File: src/source/alu_pkg.sv
package alu_pkg;

    // datapath width and register count are fixed by the instruction encoding
    localparam int data_w    = 8;
    localparam int reg_count = 4;

    // the APB data bus is wider than the datapath to carry a whole instruction word
    localparam int apb_w = 16;

    typedef logic [data_w-1:0]            data_t;
    typedef logic [$clog2(reg_count)-1:0] reg_addr_t;
    typedef logic [2:0]                   paddr_t;

    // opcodes 8 to 15 are not defined and get an error response
    typedef enum logic [3:0] {
        op_add = 4'd0,
        op_sub = 4'd1,
        op_and = 4'd2,
        op_or  = 4'd3,
        op_xor = 4'd4,
        op_mov = 4'd5,
        op_shl = 4'd6,
        op_shr = 4'd7
    } opcode_t;

    // the four registers sit at the bottom of the map
    localparam paddr_t addr_reg_base = 3'd0;
    localparam paddr_t addr_instr    = 3'd4;
    localparam paddr_t addr_flags    = 3'd5;

    typedef struct packed {
        logic             psel;
        logic             penable;
        logic             pwrite;
        paddr_t           paddr;
        logic [apb_w-1:0] pwdata;
    } apb_req_t;

    typedef struct packed {
        logic [apb_w-1:0] prdata;
        logic             pready;
        logic             pslverr;
    } apb_rsp_t;

    // instruction word as written to addr_instr
    // the op field stays raw so that illegal values can be detected
    typedef struct packed {
        logic [3:0] op;
        reg_addr_t  dst;
        reg_addr_t  src_l;
        reg_addr_t  src_r;
        logic [5:0] unused;
    } instr_t;

    typedef struct packed {
        logic      valid;
        opcode_t   op;
        reg_addr_t dst;
        reg_addr_t src_l;
        reg_addr_t src_r;
    } decode_t;

    typedef struct packed {
        logic      valid;
        reg_addr_t dst;
        data_t     result;
        logic      carry;
        logic      zero;
    } exec_t;

    typedef struct packed {
        logic      en;
        reg_addr_t addr;
        data_t     data;
    } rf_write_t;

    typedef struct packed {
        logic carry;
        logic zero;
    } flags_t;

endpackage
File: src/source/alu_unit_top.sv
module alu_unit_top (
    input  logic              _wr_en,
    input  logic              arst_n,
    input  alu_pkg::apb_req_t apb_req,
    output alu_pkg::apb_rsp_t apb_rsp
);
    import alu_pkg::*;

    decode_t   dec_q;
    exec_t     exec_q;
    flags_t    flags;
    rf_write_t rf_wr;
    rf_write_t wr;
    logic      rd_l_en;
    logic      rd_r_en;
    reg_addr_t rd_l_addr;
    reg_addr_t rd_r_addr;
    data_t     rd_l_data;
    data_t     rd_r_data;

    // decode stage and APB slave
    alu_issue i_alu_issue (
        ._wr_en    (_wr_en),
        .arst_n    (arst_n),
        .apb_req   (apb_req),
        .exec_q    (exec_q),
        .flags     (flags),
        .rd_l_data (rd_l_data),
        .apb_rsp   (apb_rsp),
        .dec_q     (dec_q),
        .rd_l_en   (rd_l_en),
        .rd_r_en   (rd_r_en),
        .rd_l_addr (rd_l_addr),
        .rd_r_addr (rd_r_addr),
        .rf_wr     (rf_wr)
    );

    // execute stage reads both ports in the cycle after decode
    alu_execute i_alu_execute (
        ._wr_en    (_wr_en),
        .arst_n    (arst_n),
        .dec_q     (dec_q),
        .rd_l_data (rd_l_data),
        .rd_r_data (rd_r_data),
        .exec_q    (exec_q)
    );

    // result stage owns the write port and the flags
    alu_writeback i_alu_writeback (
        ._wr_en (_wr_en),
        .arst_n (arst_n),
        .exec_q (exec_q),
        .rf_wr  (rf_wr),
        .wr     (wr),
        .flags  (flags)
    );

    reg_file_2r1w i_reg_file_2r1w (
        ._wr_en    (_wr_en),
        .arst_n    (arst_n),
        .wr        (wr),
        .rd_l_en   (rd_l_en),
        .rd_r_en   (rd_r_en),
        .rd_l_addr (rd_l_addr),
        .rd_r_addr (rd_r_addr),
        .rd_l_data (rd_l_data),
        .rd_r_data (rd_r_data)
    );

endmodule

File: src/source/alu_writeback.sv
module alu_writeback (
    input  logic               _wr_en,
    input  logic               arst_n,
    input  alu_pkg::exec_t     exec_q,
    input  alu_pkg::rf_write_t rf_wr,
    output alu_pkg::rf_write_t wr,
    output alu_pkg::flags_t    flags
);
    import alu_pkg::*;

    // write request formed from the finished instruction
    rf_write_t pipe_wr;

    assign pipe_wr = '{
        en:   1'b1,
        addr: exec_q.dst,
        data: exec_q.result
    };

    // the pipeline wins the write port
    // a direct write only completes on an empty pipeline so the two never meet
    assign wr = exec_q.valid ? pipe_wr : rf_wr;

    // flags follow the last instruction and direct writes leave them alone
    always_ff @(posedge _wr_en or negedge arst_n) begin
        if (!arst_n) begin
            flags <= '0;
        end else if (exec_q.valid) begin
            flags.carry <= exec_q.carry;
            flags.zero  <= exec_q.zero;
        end
    end

endmodule

File: src/source/alu_execute.sv
module alu_execute (
    input  logic             _wr_en,
    input  logic             arst_n,
    input  alu_pkg::decode_t dec_q,
    input  alu_pkg::data_t   rd_l_data,
    input  alu_pkg::data_t   rd_r_data,
    output alu_pkg::exec_t   exec_q
);
    import alu_pkg::*;

    data_t result;
    logic  carry;

    // operands arrive from the register file in the cycle after decode
    always_comb begin
        logic [data_w:0] wide;
        wide   = '0;
        result = '0;
        carry  = 1'b0;
        case (dec_q.op)
            op_add: begin
                wide   = {1'b0, rd_l_data} + {1'b0, rd_r_data};
                result = wide[data_w-1:0];
                carry  = wide[data_w];
            end
            op_sub: begin
                // the extra bit comes out as one when L is below R, which is the borrow
                wide   = {1'b0, rd_l_data} - {1'b0, rd_r_data};
                result = wide[data_w-1:0];
                carry  = wide[data_w];
            end
            op_and: result = rd_l_data & rd_r_data;
            op_or:  result = rd_l_data | rd_r_data;
            op_xor: result = rd_l_data ^ rd_r_data;
            op_mov: result = rd_l_data;
            op_shl: begin
                result = {rd_l_data[data_w-2:0], 1'b0};
                carry  = rd_l_data[data_w-1];
            end
            op_shr: begin
                result = {1'b0, rd_l_data[data_w-1:1]};
                carry  = rd_l_data[0];
            end
            // illegal opcodes never reach decode
            default: begin
                result = '0;
                carry  = 1'b0;
            end
        endcase
    end

    // the execute pipeline register moves its payload only with a valid instruction
    always_ff @(posedge _wr_en or negedge arst_n) begin
        if (!arst_n) begin
            exec_q <= '0;
        end else begin
            exec_q.valid <= dec_q.valid;
            if (dec_q.valid) begin
                exec_q.dst    <= dec_q.dst;
                exec_q.result <= result;
                exec_q.carry  <= carry;
                exec_q.zero   <= result == '0;
            end
        end
    end

endmodule

File: src/source/alu_issue.sv
module alu_issue (
    input  logic                _wr_en,
    input  logic                arst_n,
    input  alu_pkg::apb_req_t   apb_req,
    input  alu_pkg::exec_t      exec_q,
    input  alu_pkg::flags_t     flags,
    input  alu_pkg::data_t      rd_l_data,
    output alu_pkg::apb_rsp_t   apb_rsp,
    output alu_pkg::decode_t    dec_q,
    output logic                rd_l_en,
    output logic                rd_r_en,
    output alu_pkg::reg_addr_t  rd_l_addr,
    output alu_pkg::reg_addr_t  rd_r_addr,
    output alu_pkg::rf_write_t  rf_wr
);
    import alu_pkg::*;

    instr_t           instr;
    reg_addr_t        apb_reg;
    logic             access;
    logic             is_reg;
    logic             is_instr;
    logic             is_flags;
    logic             is_unmapped;
    logic             op_illegal;
    logic             pipe_busy;
    logic             hazard;
    logic             ready;
    logic             error;
    logic             complete;
    logic             accept;
    logic             rd_apb;
    logic [apb_w-1:0] rdata;

    // a write to addr_instr carries the instruction word on pwdata
    assign instr = instr_t'(apb_req.pwdata);

    // access phase of the current transfer, stretched for as long as ready stays low
    assign access = apb_req.psel & apb_req.penable;

    // address decode
    assign is_reg      = (apb_req.paddr - addr_reg_base) < paddr_t'(reg_count);
    assign is_instr    = apb_req.paddr == addr_instr;
    assign is_flags    = apb_req.paddr == addr_flags;
    assign is_unmapped = !(is_reg || is_instr || is_flags);
    assign apb_reg     = reg_addr_t'(apb_req.paddr - addr_reg_base);

    // only the first eight opcodes exist
    assign op_illegal = instr.op > op_shr;

    // something is still on its way to the register file
    assign pipe_busy = dec_q.valid | exec_q.valid;

    // read after write against both in-flight stages
    // the exec stage check is conservative and costs at most one cycle
    assign hazard = (dec_q.valid
                        && (dec_q.dst == instr.src_l || dec_q.dst == instr.src_r))
                 || (exec_q.valid
                        && (exec_q.dst == instr.src_l || exec_q.dst == instr.src_r));

    // ready and error for the transfer on the bus
    // errors finish at once while direct register and flags access waits for an empty pipeline
    always_comb begin
        ready = 1'b0;
        error = 1'b0;
        if (is_unmapped) begin
            ready = 1'b1;
            error = 1'b1;
        end else if (is_instr) begin
            if (!apb_req.pwrite || op_illegal) begin
                ready = 1'b1;
                error = 1'b1;
            end else begin
                ready = !hazard;
            end
        end else begin
            ready = !pipe_busy;
        end
    end

    // transfer finishes at the next rising edge
    assign complete = access & ready;

    // a legal instruction enters the decode register on its completing edge
    assign accept = complete & apb_req.pwrite & is_instr & !error;

    // direct register writes go straight to the write port and writeback arbitrates
    assign rf_wr = '{
        en:   complete & apb_req.pwrite & is_reg,
        addr: apb_reg,
        data: apb_req.pwdata[data_w-1:0]
    };

    // port L is borrowed by an APB register read only while decode does not need it
    // the read cannot complete before decode has drained anyway
    assign rd_apb = access & !apb_req.pwrite & is_reg & !dec_q.valid;

    assign rd_l_en   = rd_apb | dec_q.valid;
    assign rd_l_addr = rd_apb ? apb_reg : dec_q.src_l;
    assign rd_r_en   = dec_q.valid;
    assign rd_r_addr = dec_q.src_r;

    // read data is zero extended to the bus width
    always_comb begin
        rdata = '0;
        if (!apb_req.pwrite) begin
            if (is_reg) begin
                rdata = {{(apb_w-data_w){1'b0}}, rd_l_data};
            end else if (is_flags) begin
                rdata = {{(apb_w-$bits(flags_t)){1'b0}}, flags};
            end
        end
    end

    // slverr is only meaningful in the completing cycle
    assign apb_rsp = '{
        prdata:  rdata,
        pready:  complete,
        pslverr: complete & error
    };

    // decode pipeline register
    // valid lasts one cycle since a new transfer needs at least a setup cycle first
    always_ff @(posedge _wr_en or negedge arst_n) begin
        if (!arst_n) begin
            dec_q <= '0;
        end else begin
            dec_q.valid <= accept;
            if (accept) begin
                dec_q.op    <= opcode_t'(instr.op);
                dec_q.dst   <= instr.dst;
                dec_q.src_l <= instr.src_l;
                dec_q.src_r <= instr.src_r;
            end
        end
    end

endmodule

File: src/source/reg_file_2r1w.sv
module reg_file_2r1w (
    input  logic                _wr_en,
    input  logic                arst_n,
    input  alu_pkg::rf_write_t  wr,
    input  logic                rd_l_en,
    input  logic                rd_r_en,
    input  alu_pkg::reg_addr_t  rd_l_addr,
    input  alu_pkg::reg_addr_t  rd_r_addr,
    output alu_pkg::data_t      rd_l_data,
    output alu_pkg::data_t      rd_r_data
);
    import alu_pkg::*;

    // the architectural registers, all zero out of reset
    data_t regs [reg_count];

    // one write port, taken at the rising edge
    always_ff @(posedge _wr_en or negedge arst_n) begin
        if (!arst_n) begin
            for (int i = 0; i < reg_count; i++) begin
                regs[i] <= '0;
            end
        end else if (wr.en) begin
            regs[wr.addr] <= wr.data;
        end
    end

    // read ports are purely combinational
    // a disabled port returns zero
    assign rd_l_data = rd_l_en ? regs[rd_l_addr] : '0;
    assign rd_r_data = rd_r_en ? regs[rd_r_addr] : '0;

endmodule

File: config.mk
export PLATFORM = sky130hd
export DESIGN_NAME = alu_unit_top
export DESIGN_NICKNAME = d
export VERILOG_FILES = /design/src/source/alu_pkg.sv /design/src/source/alu_unit_top.sv /design/src/source/alu_writeback.sv /design/src/source/alu_execute.sv /design/src/source/alu_issue.sv /design/src/source/reg_file_2r1w.sv
export SDC_FILE = /design/constraint.sdc
export NUM_CORES = 1
export LEC_CHECK = 0
export BUFFER_PORTS_ARGS = -buffer_cell sky130_fd_sc_hd__buf_2
export CAP_MARGIN = 40
export CORE_MARGIN = 2
export CORE_UTILIZATION = 56
export CTS_CLUSTER_SIZE = 10
export DETAILED_ROUTE_END_ITERATION = 8
export GPL_TIMING_DRIVEN = 0
export HOLD_SLACK_MARGIN = 0.05
export PLACE_DENSITY = 0.84
export SKIP_CTS_REPAIR_TIMING = 1
export SLEW_MARGIN = 30
export SYNTH_ARGS = -nofsm -noshare
export SYNTH_HDL_FRONTEND = slang
export SYNTH_SLANG_ARGS = --single-unit
export TNS_END_PERCENT = 5
File: constraint.sdc
create_clock -name _wr_en -period 11.1 [get_ports _wr_en]
set_input_delay 0.555 -clock _wr_en [delete_from_list [all_inputs] [get_ports _wr_en]]
set_output_delay 0.555 -clock _wr_en [all_outputs]
set_load 0.005 [all_outputs]
==> impl_metrics.toml <==
[worst_setup_path]
worst_setup_path_start_kind = "input port"
ff2ff_path_depth = 17
critPathMaxFanout = 10
path_class = "input port to flop"
crit_path_end_kind = "flop"
r2r_end = "i_alu_execute.exec_q[0]"
r2r-start = "i_alu_issue.rd_r_addr[1]"
crit_arrival_ps = 5110
r2r_slack_ps = 6290
critPathRequiredTime_ps = 11350

[synth]
synth_ff_type = "dfrtp_1"
muxShareOfSynthArea_pct = 10.90
synthTopCellsByArea = "dfrtp_1 30%, ha_1 6.4%, nand2_1 5.9%"
synth_edf_count = 0
synthAdderAreaFrac_pct = 7.247
synth_xor_area_share_pct = 1.619
async_reset_ff_share_pct = 100.0
syn_avg_cell_area_um2 = 8.408
synth_top_cell_by_area = "dfrtp_1"
yosysSeqAreaShare_pct = 29.81
ys_types = 75
synth_seq_cells = 58
synth-simple-area-share_pct = 19.76
yosysWarnings = 0
synth_top_family_by_area = "compound AO/OA/AOI/OAI gates"
synth-compound-area-share_pct = 23.54
yosys.area.top_type_share_pct = 29.81
postSynthCellCount = 579
syn_area_mm2 = 0.004868

[routing]
avgRoutedWirePerCell_um = 19.40
drtIter0Drc = 482
routed-wl-met2_um = 6726
highest_layer = "met4"
via_per_inst = 6.485
wl_met3_um = 1271
drt-met1-wl_um = 5812
dr.pass1.iters = 5
drt-total-wl_um = 14430
vias = 4825
ant_nets = 0
drc = 0

[global_routing]
grt_pass1_wl_um = 23710
grt_overflow_total = 0
grt_antenna_before_repair = 0
grt_pass1_vias = 4589
gr-usage-all-layers_pct = 31.15
grt_max_degree = 59

[sta]
maxSlewHeadroom_pct = 43.56
setup_viol = 0
tightest_slew_ps = 844.3
tns_ps = 0
finalCritPeriodShare_pct = 43.82
setup_slack_ps = 6236
rsz0062_at_grt = "false"
max_freq_mhz = 205.6
drv_slew = 0
skew_ps = 8.447
hold_viol_final = 0
fin_crit_ps = 4864

[die]
ioPinCount = 42
die_h_um = 97.24
die-area_mm2 = 0.009456
core_area_mm2 = 0.008593
placementRows = 34
initial_core_util_pct = 56.65
die_x_um = 97.24

[place]
place_area_mm2 = 0.005220
portBuffers = 33
place.gp.congestion = 1.046
hpwlAfterDp_um = 10590
pre_cts_ws_ps = 6056

[cells_and_area]
stdcell_area_mm2 = 0.005458
drive_above_1_share_pct = 17.77
area_delta_synth_final_pct = 12.10
nNetsFinal = 682
diodes = 0

[clock_network]
cts_buffers = 9
cts_sinks = 58
cts.clk_slew.worst_paths_ps = 70
htree_levels = 3
clockRootBuffer = "clkbuf_8"
cts_tree = "built"
clkLatencyLatePin_ps = 340
clockBufferDepth = 2

[outcome]
status = "finished, final reports clean"

[power]
p_leak_uw = 0.002465
peakVddDrop_v = 0.00009741
powerDensity_mw_per_mm2 = 133.0

[worst_hold_path]
hold_class = "input port to asynchronous set/reset pin"

[run]
drv_cap = 0
-- area by class of cell --
type | instances | area, µm²
fillers | 732 | 3136
multi-input cells | 458 | 3119
plain buffers | 41 | 234.0
repair buffers | 34 | 171.4
well taps | 108 | 135.1
clock buffers | 12 | 165.2
flip-flops and latches | 58 | 1451
inverters | 29 | 108.9
clock inverters | 4 | 72.57
-- layer usage --
metal / vias up / GRT usage, %
li1: 2152 / -
met1: 2313 / 42.08
met2: 303 / 49.20
met3: 57 / 5.180
met4: 0 / 14.42
met5: - / 0
-- state kept, by name (all words and copies together) (netlist names) --
register and cells:
i_alu_issue.dec_q 8, i_alu_writeback.flags 2, i_alu_execute.exec_q 13, i_alu_issue.rd_r_en 1, i_reg_file_2r1w.regs 32, i_alu_issue.rd_r_addr 2
-- cells in the final DEF, fill, tap and decap left out, types with 5 or more instances in the layout --
| cell | count |
|---|---|
| nand3_1 | 5 |
| clkbuf_8 | 12 |
| o21ai_1 | 21 |
| mux2_2 | 24 |
| nand2b_1 | 25 |
| a211oi_1 | 10 |
| buf_1 | 5 |
| conb_1 | 8 |
| o211ai_1 | 5 |
| o22ai_1 | 5 |
| nor2_1 | 41 |
| o21ai_0 | 41 |
| clkbuf_1 | 13 |
| buf_2 | 39 |
| a21oi_1 | 29 |
| a22oi_1 | 8 |
| mux2i_1 | 23 |
| inv_1 | 29 |
| nor3_1 | 6 |
| buf_4 | 16 |
| nand2_1 | 76 |
| ha_1 | 25 |
| nor2b_1 | 8 |
| dfrtp_1 | 58 |
| xnor2_1 | 9 |
-- cells in the mapped netlist (all sizes together), types with 3 or more instances --
master	count
mux2	26
a31oi	4
nor4b	3
inv	29
a2111oi	4
a21oi	29
a221o	4
o32ai	3
and2	3
o211ai	5
nand2	78
and3	3
o21ai	63
nand2b	25
clkbuf	13
ha	25
a211oi	10
o32a	4
xnor2	9
nor2b	8
a21boi	7
o22ai	5
buf	28
dfrtp	58
nor3	6
mux2i	23
o221ai	3
nor2	41
nand3	6
nor4	3
a22oi	8
-- worst max-delay path by stage --
stage	slack [ps]	from	end
2_1_floorplan	6880	apb_req[18]	i_alu_execute.exec_q[0]
6_report	6240	apb_req[18]	i_alu_execute.exec_q[0]
4_1_cts	6410	apb_req[18]	i_alu_execute.exec_q[0]
3_3_place_gp	5810	apb_req[18]	i_alu_execute.exec_q[0]
3_5_place_dp	6060	apb_req[18]	i_alu_execute.exec_q[0]
5_1_grt	5940	i_alu_issue.rd_r_addr[1]	i_alu_execute.exec_q[0]
-- power breakdown --
| group | switching [µW] | internal, µW | leakage, µW |
|---|---|---|---|
| Clock | 86.0 | 144 | 0.000119 |
| Combinational | 123 | 88.8 | 0.00161 |
| Sequential | 35.5 | 248 | 0.000738 |
-- kinds of logic (layout without fill, tap and decap cells) --
logic type               count (synthesis)  in the layout
XOR/XNOR                                 9              9
other                                    1              8
AO/OA/AOI/OAI                          171            171
multiplexers                            49             49
flip-flops                              58             58
adder cells (fa/ha/maj)                 27             27
AND/OR/NAND/NOR                        194            194
buffers and inverters                   70            120
-- metrics by stage --
step | total power (µW) | utilization (%) | instances | hold slack (ps)
2_1_floorplan | 423.6 | - | 586 | 259.4
3_3_place_gp | 477.6 | 60.45 | 727 | 409.7
3_5_place_dp | 488.3 | 60.75 | 728 | 415.6
4_1_cts | 718.1 | 63.51 | 744 | 293.5
5_1_grt | 759.9 | 63.51 | 744 | 340.6
6_report | 725.7 | 63.51 | 744 | 266.5
-- critical path, cell delays in order --
cell and delay (ps):
buf_2 100, buf_2 160, and4bb_1 360, nand2_2 170
nand2_2 120, buf_6 170, mux2_4 340, mux2_4 310
nand2_1 170, inv_1 150, fa_1 500, a21o_1 210
a21oi_1 270, o221ai_1 150, o21ai_1 200, o311ai_0 160
a2111oi_0 330, buf_1 220, nand4_1 140, o32ai_2 310
Note: power is estimated with default switching activity, not from simulation.
